### config.mk
export PLATFORM = sky130hd
export DESIGN_NAME = window_map_top
export DESIGN_NICKNAME = d
export VERILOG_FILES = /design/src/ppu_fetch_pkg.sv /design/src/ppu_regs_pkg.sv /design/src/fetch_sequencer.sv /design/src/lcd_reg_file.sv /design/src/map_address_gen.sv /design/src/window_map_top.sv /design/src/window_trigger.sv
export SDC_FILE = /design/constraint.sdc
export NUM_CORES = 1
export LEC_CHECK = 0
export ABC_AREA = 1
export BUFFER_PORTS_ARGS = -buffer_cell sky130_fd_sc_hd__buf_2
export CELL_PAD_IN_SITES_DETAIL_PLACEMENT = 2
export CELL_PAD_IN_SITES_GLOBAL_PLACEMENT = 2
export CORE_UTILIZATION = 36
export DETAILED_ROUTE_END_ITERATION = 7
export HOLD_SLACK_MARGIN = 0.1
export PLACE_DENSITY = 0.88
export SLEW_MARGIN = 20
export SYNTH_ARGS = -nofsm -noshare
export SYNTH_HDL_FRONTEND = slang
export SYNTH_SLANG_ARGS = --single-unit
### constraint.sdc
create_clock -name clk -period 6 [get_ports clk]
set_input_delay 1.2 -clock clk [delete_from_list [all_inputs] [get_ports clk]]
set_output_delay 1.2 -clock clk [all_outputs]
set_load 0.1 [all_outputs]
### src/ppu_fetch_pkg.sv
package ppu_fetch_pkg;

	// pixel column or line number.
	typedef logic [7:0] pix_t;

	// tile row or column within a 32 by 32 map.
	typedef logic [4:0] tile_idx_t;

	// video memory address.
	typedef logic [12:0] vram_addr_t;

	typedef struct packed {
		logic      is_window;
		logic      map_sel;
		tile_idx_t row;
		tile_idx_t col;
	} fetch_req_t;

	// the two tile maps.
	localparam vram_addr_t MAP0_BASE = 13'h1800;
	localparam vram_addr_t MAP1_BASE = 13'h1C00;

	// pixels per tile, as a phase counter width.
	localparam int TILE_PHASE_W = 3;

	typedef enum logic {
		IDLE,
		RENDER
	} seq_state_t;

endpackage

### src/ppu_regs_pkg.sv
package ppu_regs_pkg;

	// low nibble of the register address.
	typedef logic [3:0] reg_addr_t;

	// register write data.
	typedef logic [7:0] reg_data_t;

	localparam reg_addr_t REG_LCDC = 4'd0;
	localparam reg_addr_t REG_SCY  = 4'd2;
	localparam reg_addr_t REG_SCX  = 4'd3;
	localparam reg_addr_t REG_WY   = 4'd10;
	localparam reg_addr_t REG_WX   = 4'd11;

	// bit positions inside the control register.
	localparam int LCDC_WIN_MAP_BIT = 6;
	localparam int LCDC_WIN_EN_BIT  = 5;
	localparam int LCDC_BG_MAP_BIT  = 3;

	// only the control bits this path looks at.
	typedef struct packed {
		logic win_map_sel;
		logic win_en;
		logic bg_map_sel;
	} lcd_ctrl_t;

	typedef struct packed {
		reg_data_t scy;
		reg_data_t scx;
	} scroll_t;

	typedef struct packed {
		reg_data_t wy;
		reg_data_t wx;
	} win_pos_t;

	// window X is offset by seven pixels on the screen.
	localparam reg_data_t WX_OFFSET = 8'd7;

endpackage

### src/fetch_sequencer.sv
`timescale 1ns/1ps

module fetch_sequencer import ppu_fetch_pkg::*; #(
	parameter int LINE_PIXELS = 160
) (
	input  logic clk,
	input  logic reset,
	input  logic line_start,
	input  logic win_start,
	output pix_t pix_x,
	output logic pix_valid,
	output logic fetch_due,
	output logic line_busy
);

	localparam pix_t LAST_PIX = pix_t'(LINE_PIXELS - 1);

	seq_state_t state;
	pix_t       pix_cnt;
	logic [TILE_PHASE_W-1:0] tile_phase;

	always_ff @(posedge clk) begin
		if (reset) begin
			state      <= IDLE;
			pix_cnt    <= '0;
			tile_phase <= '0;
		end else begin
			case (state)
				IDLE: begin
					// busy lines drop extra line starts.
					if (line_start) begin
						state      <= RENDER;
						pix_cnt    <= '0;
						tile_phase <= '0;
					end
				end
				RENDER: begin
					if (pix_cnt == LAST_PIX) begin
						state   <= IDLE;
						pix_cnt <= '0;
					end else begin
						pix_cnt <= pix_cnt + 1'b1;
					end
					// phase restarts with the window, this cycle counts as phase 0.
					if (win_start) begin
						tile_phase <= TILE_PHASE_W'(1);
					end else begin
						tile_phase <= tile_phase + 1'b1;
					end
				end
				default: begin
					state <= IDLE;
				end
			endcase
		end
	end

	assign pix_valid = (state == RENDER);
	assign line_busy = pix_valid;
	assign pix_x     = pix_cnt;

	// one map fetch per tile.
	assign fetch_due = pix_valid && (win_start || (tile_phase == '0));

endmodule

### src/lcd_reg_file.sv
`timescale 1ns/1ps

module lcd_reg_file import ppu_regs_pkg::*; (
	input  logic      clk,
	input  logic      reset,
	input  logic      reg_we,
	input  reg_addr_t reg_addr,
	input  reg_data_t reg_wdata,
	output lcd_ctrl_t ctrl,
	output scroll_t   scroll,
	output win_pos_t  win_pos
);

	lcd_ctrl_t ctrl_q;
	scroll_t   scroll_q;
	win_pos_t  win_pos_q;
	lcd_ctrl_t ctrl_wr;

	// keep the three control bits used by the map fetch.
	always_comb begin
		ctrl_wr.win_map_sel = reg_wdata[LCDC_WIN_MAP_BIT];
		ctrl_wr.win_en      = reg_wdata[LCDC_WIN_EN_BIT];
		ctrl_wr.bg_map_sel  = reg_wdata[LCDC_BG_MAP_BIT];
	end

	always_ff @(posedge clk) begin
		if (reset) begin
			ctrl_q    <= '0;
			scroll_q  <= '0;
			win_pos_q <= '0;
		end else if (reg_we) begin
			case (reg_addr)
				REG_LCDC: begin
					ctrl_q <= ctrl_wr;
				end
				REG_SCY: begin
					scroll_q.scy <= reg_wdata;
				end
				REG_SCX: begin
					scroll_q.scx <= reg_wdata;
				end
				REG_WY: begin
					win_pos_q.wy <= reg_wdata;
				end
				REG_WX: begin
					win_pos_q.wx <= reg_wdata;
				end
				// other addresses belong to other blocks.
				default: ;
			endcase
		end
	end

	assign ctrl    = ctrl_q;
	assign scroll  = scroll_q;
	assign win_pos = win_pos_q;

endmodule

### src/map_address_gen.sv
`timescale 1ns/1ps

module map_address_gen import ppu_regs_pkg::*, ppu_fetch_pkg::*; (
	input  logic       clk,
	input  logic       reset,
	input  lcd_ctrl_t  ctrl,
	input  scroll_t    scroll,
	input  pix_t       ly,
	input  pix_t       pix_x,
	input  pix_t       win_line,
	input  logic       win_active,
	input  logic       fetch_due,
	output vram_addr_t map_addr,
	output logic       map_rd,
	output logic       map_is_window
);

	fetch_req_t req;
	pix_t       bg_y;
	pix_t       bg_x;
	tile_idx_t  win_col;
	vram_addr_t map_base;
	vram_addr_t req_addr;

	// wraps at 256.
	assign bg_y = ly + scroll.scy;
	assign bg_x = pix_x + scroll.scx;

	always_comb begin
		req.is_window = win_active;
		if (win_active) begin
			req.map_sel = ctrl.win_map_sel;
			req.row     = win_line[7:3];
			req.col     = win_col;
		end else begin
			req.map_sel = ctrl.bg_map_sel;
			req.row     = bg_y[7:3];
			req.col     = bg_x[7:3];
		end
	end

	assign map_base = req.map_sel ? MAP1_BASE : MAP0_BASE;

	// row times 32 plus column.
	assign req_addr = map_base + vram_addr_t'({req.row, req.col});

	// window column held at zero until the window opens.
	always_ff @(posedge clk) begin
		if (reset || !win_active) begin
			win_col <= '0;
		end else if (fetch_due) begin
			win_col <= win_col + 1'b1;
		end
	end

	always_ff @(posedge clk) begin
		if (reset) begin
			map_rd        <= 1'b0;
			map_is_window <= 1'b0;
			map_addr      <= '0;
		end else begin
			map_rd <= fetch_due;
			if (fetch_due) begin
				map_is_window <= req.is_window;
				map_addr      <= req_addr;
			end
		end
	end

endmodule

### src/window_map_top.sv
`timescale 1ns/1ps

module window_map_top import ppu_regs_pkg::*, ppu_fetch_pkg::*; #(
	parameter int LINE_PIXELS = 160
) (
	input  logic       clk,
	input  logic       reset,
	input  logic       reg_we,
	input  reg_addr_t  reg_addr,
	input  reg_data_t  reg_wdata,
	input  pix_t       ly,
	input  logic       line_start,
	input  logic       vblank,
	output vram_addr_t map_addr,
	output logic       map_rd,
	output logic       map_is_window,
	output logic       win_active,
	output logic       line_busy
);

	lcd_ctrl_t ctrl;
	scroll_t   scroll;
	win_pos_t  win_pos;
	pix_t      pix_x;
	logic      pix_valid;
	logic      fetch_due;
	logic      win_start;
	pix_t      win_line;

	lcd_reg_file u_regs (
		.clk       (clk),
		.reset     (reset),
		.reg_we    (reg_we),
		.reg_addr  (reg_addr),
		.reg_wdata (reg_wdata),
		.ctrl      (ctrl),
		.scroll    (scroll),
		.win_pos   (win_pos)
	);

	window_trigger #(
		.LINE_PIXELS (LINE_PIXELS)
	) u_trigger (
		.clk        (clk),
		.reset      (reset),
		.ctrl       (ctrl),
		.win_pos    (win_pos),
		.ly         (ly),
		.line_start (line_start),
		.vblank     (vblank),
		.pix_x      (pix_x),
		.pix_valid  (pix_valid),
		.win_active (win_active),
		.win_start  (win_start),
		.win_line   (win_line)
	);

	fetch_sequencer #(
		.LINE_PIXELS (LINE_PIXELS)
	) u_seq (
		.clk        (clk),
		.reset      (reset),
		.line_start (line_start),
		.win_start  (win_start),
		.pix_x      (pix_x),
		.pix_valid  (pix_valid),
		.fetch_due  (fetch_due),
		.line_busy  (line_busy)
	);

	map_address_gen u_addr (
		.clk           (clk),
		.reset         (reset),
		.ctrl          (ctrl),
		.scroll        (scroll),
		.ly            (ly),
		.pix_x         (pix_x),
		.win_line      (win_line),
		.win_active    (win_active),
		.fetch_due     (fetch_due),
		.map_addr      (map_addr),
		.map_rd        (map_rd),
		.map_is_window (map_is_window)
	);

endmodule

### src/window_trigger.sv
`timescale 1ns/1ps

module window_trigger import ppu_regs_pkg::*, ppu_fetch_pkg::*; #(
	parameter int LINE_PIXELS = 160
) (
	input  logic      clk,
	input  logic      reset,
	input  lcd_ctrl_t ctrl,
	input  win_pos_t  win_pos,
	input  pix_t      ly,
	input  logic      line_start,
	input  logic      vblank,
	input  pix_t      pix_x,
	input  logic      pix_valid,
	output logic      win_active,
	output logic      win_start,
	output pix_t      win_line
);

	localparam pix_t LAST_PIX = pix_t'(LINE_PIXELS - 1);

	logic       wy_match;
	logic       win_active_q;
	logic       win_used;
	pix_t       win_line_q;
	logic       start_ok;
	logic       wy_hit;
	logic [8:0] wx_pos;
	logic       wx_hit;
	logic       line_end;

	// a line start is only taken between lines.
	assign start_ok = line_start && !pix_valid;

	assign wy_hit = ctrl.win_en && (win_pos.wy == ly);

	// compare in nine bits so pixel plus seven cannot wrap.
	assign wx_pos = {1'b0, pix_x} + {1'b0, WX_OFFSET};
	assign wx_hit = (win_pos.wx >= WX_OFFSET) && (wx_pos == {1'b0, win_pos.wx});

	assign line_end = pix_valid && (pix_x == LAST_PIX);

	assign win_start = pix_valid && wy_match && ctrl.win_en && wx_hit && !win_active_q;

	// rises in the start cycle itself.
	assign win_active = win_active_q || win_start;

	always_ff @(posedge clk) begin
		if (reset) begin
			wy_match <= 1'b0;
		end else if (vblank) begin
			wy_match <= 1'b0;
		end else if (start_ok && wy_hit) begin
			// held for the rest of the frame.
			wy_match <= 1'b1;
		end
	end

	always_ff @(posedge clk) begin
		if (reset) begin
			win_active_q <= 1'b0;
		end else if (line_end) begin
			win_active_q <= 1'b0;
		end else if (win_start) begin
			win_active_q <= 1'b1;
		end
	end

	// line counter only advances past a line that showed the window.
	always_ff @(posedge clk) begin
		if (reset) begin
			win_used   <= 1'b0;
			win_line_q <= '0;
		end else if (vblank) begin
			win_used   <= 1'b0;
			win_line_q <= '0;
		end else if (start_ok) begin
			win_used <= 1'b0;
			if (win_used) begin
				win_line_q <= win_line_q + 1'b1;
			end
		end else if (win_start) begin
			win_used <= 1'b1;
		end
	end

	assign win_line = win_line_q;

endmodule
## Yosys cells after proc, flatten, opt, wreduce, memory -nomap -nowiden

Cells that the tools add are included.

| word-level totals | value |
|---|---|
| bits in writable memories | 0 |
| output and inout port bits | 17 |
| word-level logic and storage cells | 74 |
| bits in latches | 0 |
| ROM bits | 0 |
| memories | 0 |
| flip-flop bits (word level) | 78 |
| input bits | 25 |

| cells by class | value |
|---|---|
| magnitude comparators | 1 |
| reduce and logical (&&, ||, !) cells | 27 |
| bitwise operators | 1 |
| add/sub/neg operators | 8 |
| shift-type cells | 0 |
| divide/modulo/power cells | 0 |
| multiply operators | 0 |
| mux-type cells | 11 |
| eq/ne operators | 8 |

Operators by type and width:

| cell | count |
|---|---|
| $mux 11 | 2 |
| $add 8x1->8 const B | 2 |
| $add 8x8->8 | 2 |
| $mux 8 | 2 |
| $pmux 8 s2 | 1 |
| $add 13x10->13 | 1 |
| $reduce_and 2->1 | 6 |
| $logic_and 1x1->1 | 10 |
| $add 8x3->9 const B | 1 |
| $eq 9x8->1 | 1 |
| $eq 4x2->1 const B | 2 |
| $eq 4x4->1 const B | 2 |
| $eq 8x8->1 | 1 |
| $eq 8x8->1 const B | 1 |
| $ge 8x3->1 const B | 1 |
| $mux 3 | 2 |
| $pmux 3 s2 | 1 |
| $add 5x1->5 const B | 1 |
| $logic_not 4->1 | 1 |
| $reduce_or 2->1 | 2 |
| $add 3x1->3 const B | 1 |
| $logic_not 1->1 | 3 |
| $logic_not 3->1 | 1 |
| $logic_or 1x1->1 | 3 |
| other kinds (5) | 6 |

## Depth between registers and ports, before layout

| logic depth | value |
|---|---|
| depth in word-level cells | 9 |
| depth in mapped cells | 16 |
| mapped depth without buffers | 16 |

## By module

A second synthesis with hierarchy kept.

| second synthesis, totals | value |
|---|---|
| cells, all modules | 718 |
| area total of the unflattened synthesis | 4,628.2 µm² |

By module, submodules not included:

| module | instances | area each (µm²) | seq. area each (µm²) | cells an instance |
|---|---|---|---|---|
| lcd_reg_file | 1 | 1,472.7 | 700.7 | 214 |
| map_address_gen | 1 | 1,470.2 | 380.4 | 235 |
| window_trigger | 1 | 1,023.5 | 220.2 | 171 |
| fetch_sequencer | 1 | 661.9 | 240.2 | 98 |

## Worst setup path after synthesis

OpenSTA, ideal clock, no wires.

| path | value |
|---|---|
| kind | register -> output |
| from | reg u_seq.state (netlist: u_seq.line_busy) |
| to | out win_active |
| path slack | 2.424 ns |
| cell stages (with the launch flop) | 9 |
| arrival time | 2.376 ns |
| cell sequence | dfxtp_1 -> buf_2 -> nand3_1 -> nor2_1 -> nand3_1 -> nor2_2 -> nand3_2 -> nand2_1 -> buf_2 |

| on the way | value |
|---|---|
| longest elaborated chain between the ends | 5 |

RTL lines:

| item | RTL line | text |
|---|---|---|
| start, declared | fetch_sequencer.sv:18 | `seq_state_t state;` |
| start signal, assigned | fetch_sequencer.sv:24 | `state <= IDLE;` |
| start signal, assigned | fetch_sequencer.sv:32 | `state <= RENDER;` |
| start signal, assigned | fetch_sequencer.sv:39 | `state <= IDLE;` |
| $logic_and 1x1->1 (4 in series) | window_trigger.sv:43 | `assign win_start = pix_valid && wy_match && ctrl.win_en && wx_hit && !win_active_q;` |
| $logic_or 1x1->1 | window_trigger.sv:46 | `assign win_active = win_active_q \|\| win_start;` |
| end, declared | window_map_top.sv:17 | `output logic win_active,` |

Every way passes these cells.

## Worst setup path after layout

| path | value |
|---|---|
| from | reg u_seq.pix_cnt[1] (netlist: u_seq.pix_x[1]) |
| to | out win_active |

| on the way | value |
|---|---|
| longest elaborated chain between the ends | 6 |

RTL lines:

| item | RTL line | text |
|---|---|---|
| start, declared | fetch_sequencer.sv:19 | `pix_t pix_cnt;` |
| start signal, assigned | fetch_sequencer.sv:42 | `pix_cnt <= pix_cnt + 1'b1;` |
| $add 8x3->9 | window_trigger.sv:38 | `assign wx_pos = {1'b0, pix_x} + {1'b0, WX_OFFSET};` |
| $eq 9x8->1 | window_trigger.sv:39 | `assign wx_hit = (win_pos.wx >= WX_OFFSET) && (wx_pos == {1'b0, win_pos.wx});` |
| $logic_and 1x1->1 | window_trigger.sv:39 |  |
| $logic_and 1x1->1 (2 in series) | window_trigger.sv:43 |  |
| $logic_or 1x1->1 | window_trigger.sv:46 |  |

Every way passes these cells.

==> summary.md <==
| Metric | Value |
|---|---|
| Wire length per cell | between 15 and 20 µm |
| Netlist cell types | 35 |
| Final Power | 1270 µW |
| Seq/Total Area, Yosys | 0.369 |
| Power Density | 268 mW/mm² |
| CTS Root Cell | clkbuf_16 |
| Required @ worst endpoint | between 4 and 5 ns |
| Kind of critical path | reg -> out |
| Max stage delay cell, worst path | buf_2 |
| Fill cells | 1316 |
| Clock power share | 0.422 |
| Final worst path period share | 0.716 |
| Detailed Place HPWL | 10.3 mm |
| YS warnings | 0 |
| Post-Syn Nets | between 600 and 700 |
| Global-route wire length before repair | approximately 24 mm |
| DRC | 0 |
| Share of flip-flops with an asynchronous set or reset | 0 |
| Cell Chain, Critical Path | inv_1, ha_1, inv_2, nand2_1, nand3_1, nand2_1, inv_1, nand2_1, nor2_2, nand3_2, nand2_1, buf_2 |
| Min-Delay Path Class | reg -> reg |
| Simple logic cell fraction of the synthesized area | 0.295 |
| CTS tree | built |
| Post-synth EDFFs | 0 |
| CP delay by family, top | simple AND/OR/NAND/NOR gates |
| Hold buffer count at CTS | 0 |
| Number of gates resized after cts | 0 |
| Max Cap Violations | 0 |
| Share of cells above drive strength 1 | 0.132 |
| Largest net degree at the start of global routing | 40 |
| Nets | 683 |
| Starting Density | 0.377 |
| Element type at the critical path start | flop |
| # clock sinks | 77 |
| Final hold vios | 0 |
| FF+latch count, synth | slightly below 80 |
| Sequential fraction of design power | 0.424 |
| Cells after synthesis | roughly 610 |
| Final wirelength | 14.6 mm |
| Grt total ovfl | 0 |
| Total core area | 0.0111 mm² |
| Die height | approximately 110 µm |
| Comb power frac | 0.154 |
| Setup violators final | 0 |
| Slew HR | 0.452 |
| Routed via count | 4157 |
| Vias in the first global route | 4582 |
| Initial antenna violation count | 0 |
| Mapped cell area | 0.00418 mm² |
| Rows | 38 |
| Post-DRT Antenna Nets | 0 |
| RSZ-0062 raised after global routing | no |
| Fmax | between 200 and 250 MHz |
| Setup bufs post-CTS | 0 |
| Max incr delay on CP | 0.55 ns |
| Complex-gate fraction of the synthesized area | 0.147 |
| Critical-path maximum fanout | 21 |
| Die area | 0.0120 mm² |
| Mapped Avg Cell Area | 6.91 µm² |
| First-pass DRT Iterations | 4 |
| Leakage | approximately 0.0021 µW |
| Largest family of logic cells by synthesized area | simple AND/OR/NAND/NOR gates |
| GRT Util Overall | 0.266 |
| Skew final | approximately 0.011 ns |
| Crit end category | primary output |
| Worst-margin pin slew | between 0.8 and 0.9 ns |
| Fin Setup TNS | 0 ns |
| Port bufs | 41 |
| Synth Area in XOR/XNOR | 0.0440 |
| Most common cell after layout, fill and taps aside | nand2_1 |
| Status | finished clean |
| Initial drt markers | 150 |
| RePlAce Congestion | 0.842 |
| Total CTS buffers | 9 |
| # IOs | 42 |
| Post-synthesis adder-cell area fraction | 0.0539 |
| Top cell by count, worst path | nand2_1 |
| VDD IR max | 168 µV |
| Sw frac | 0.321 |
| Hold slack | between 0.4 and 0.5 ns |
| Commonest non-fill, non-tap cells in the layout | nand2_1, nor2_1, dfxtp_1 |
| H-tree lvl count | 3 |
| Ant diodes | 0 |
| Vias per inst | 5.30 |
| Clock period minus worst slack | between 4 and 5 ns |
| Clock latency on the worst-skew pair | 0.35 ns |
| Multiplexer share of the synthesized area | 0 |
| Top FF cell, synth | dfxtp_1 |
| Cell-internal power | roughly 870 µW |
| Die W | 110 µm |
| Psw | about 410 µW |
| Max Root-Sink Buffers | 2 |
| P&R area growth vs syn | 13.6% |
| Clk slew on worst S/H paths | 0.07 ns |
| CP arrival | roughly 3.1 ns |
| Slew Limit Fails | 0 |
| Buf/Inv on CP | 4 |
==> sequential cells by signal (all words and copies together) (netlist names), 3 cells and up <==
| name | count |
|---|---|
| u_addr.map_addr | 12 |
| u_addr.win_col | 5 |
| u_regs.ctrl | 3 |
| u_regs.scroll | 16 |
| u_regs.win_pos | 16 |
| u_seq.pix_x | 8 |
| u_seq.tile_phase | 3 |
| u_trigger.win_line | 8 |
==> power by group through the flow <==
stage	Clock [µW]	Combinational, µW	Sequential (µW)
floorplan	0	88.9	606
global placement	0	187	549
detailed placement	0	194	551
CTS	547	199	540
global route	569	213	542
finish	538	196	540
==> synth_stat cells, types with 2 or more instances <==
cell type  number  area, µm²
nor2_1         90        338
nand3_1        33        165
nand3b_1        3       22.5
o21ai_0        53        265
a21oi_1        47        235
a31oi_1         2       12.5
o31ai_1         2       15.0
buf_4           5       37.5
a21o_1          6       45.0
nand4_1         7       43.8
buf_2           2       10.0
nand2_4         3       33.8
nor2_2          2       12.5
xor2_1         15        131
inv_2           7       26.3
clkbuf_1        9       33.8
ha_1           18        225
o21ai_1         2       10.0
nand2_1       121        454
nor2_4          2       22.5
dfxtp_1        77       1540
clkinv_1        3       11.3
inv_1          64        240
xnor2_1         6       52.6
nor3_1          5       25.0
nand2_2        10       62.6
buf_6           2       22.5
nor3b_1         2       15.0
==> tightest hold or removal path: stages (launching register included) <==
cell and delay, ns:
dfxtp_1 0.30, inv_1 0.06, a21oi_1 0.05
==> final timing paths <==
kind / from / to / slack (ns) / depth (start not counted)
worst max-delay path: u_seq.pix_x[1]$_SDFFE_PP0P_ / win_active / 1.70 / 12
worst min register to register: u_regs.ctrl[0]$_SDFFE_PP0P_ / u_regs.ctrl[0]$_SDFFE_PP0P_ / 0.46 / 2
worst max register to register: u_seq.pix_x[1]$_SDFFE_PP0P_ / u_addr.win_col[3]$_SDFFE_PP0P_ / 3.10 / 15
worst min-delay path: u_regs.ctrl[0]$_SDFFE_PP0P_ / u_regs.ctrl[0]$_SDFFE_PP0P_ / 0.46 / 2
==> layer usage <==
metal,global-route usage,part of all wire,wire (µm),up-vias
met2,0.484,0.51,7480,78
li1,-,-,-,2009
met5,0,0,0,-
met3,0.0421,0.030,445,32
met1,0.304,0.43,6270,2038
met4,0.123,0.029,431,0
==> stage by stage <==
stage          utilization  std cells  cell area, µm²  setup WS, ns
2_1_floorplan            -        605            4180          2.42
3_3_place_gp         0.403        769            4460          2.38
3_5_place_dp         0.403        769            4460          2.21
4_1_cts              0.429        785            4750          1.70
5_1_grt              0.429        785            4750          1.52
6_report             0.429        785            4750          1.70
==> kinds of logic after synthesis <==
family,after synthesis
compound gates,116
xor+xnor,21
fa+ha+maj,18
buf+inv,92
flops,77
simple gates,281
==> final cells by class <==
cell class,instances,area [µm²],share of cell area
tap,140,175,0.0369
clock inverter,6,46.3,0.00975
inverter,74,278,0.0585
clock buffer,10,239,0.0503
sequential,77,1540,0.325
multi-input combinational,436,2260,0.475
timing repair buffer,42,213,0.0448
(Power assumes the default switching activity.)
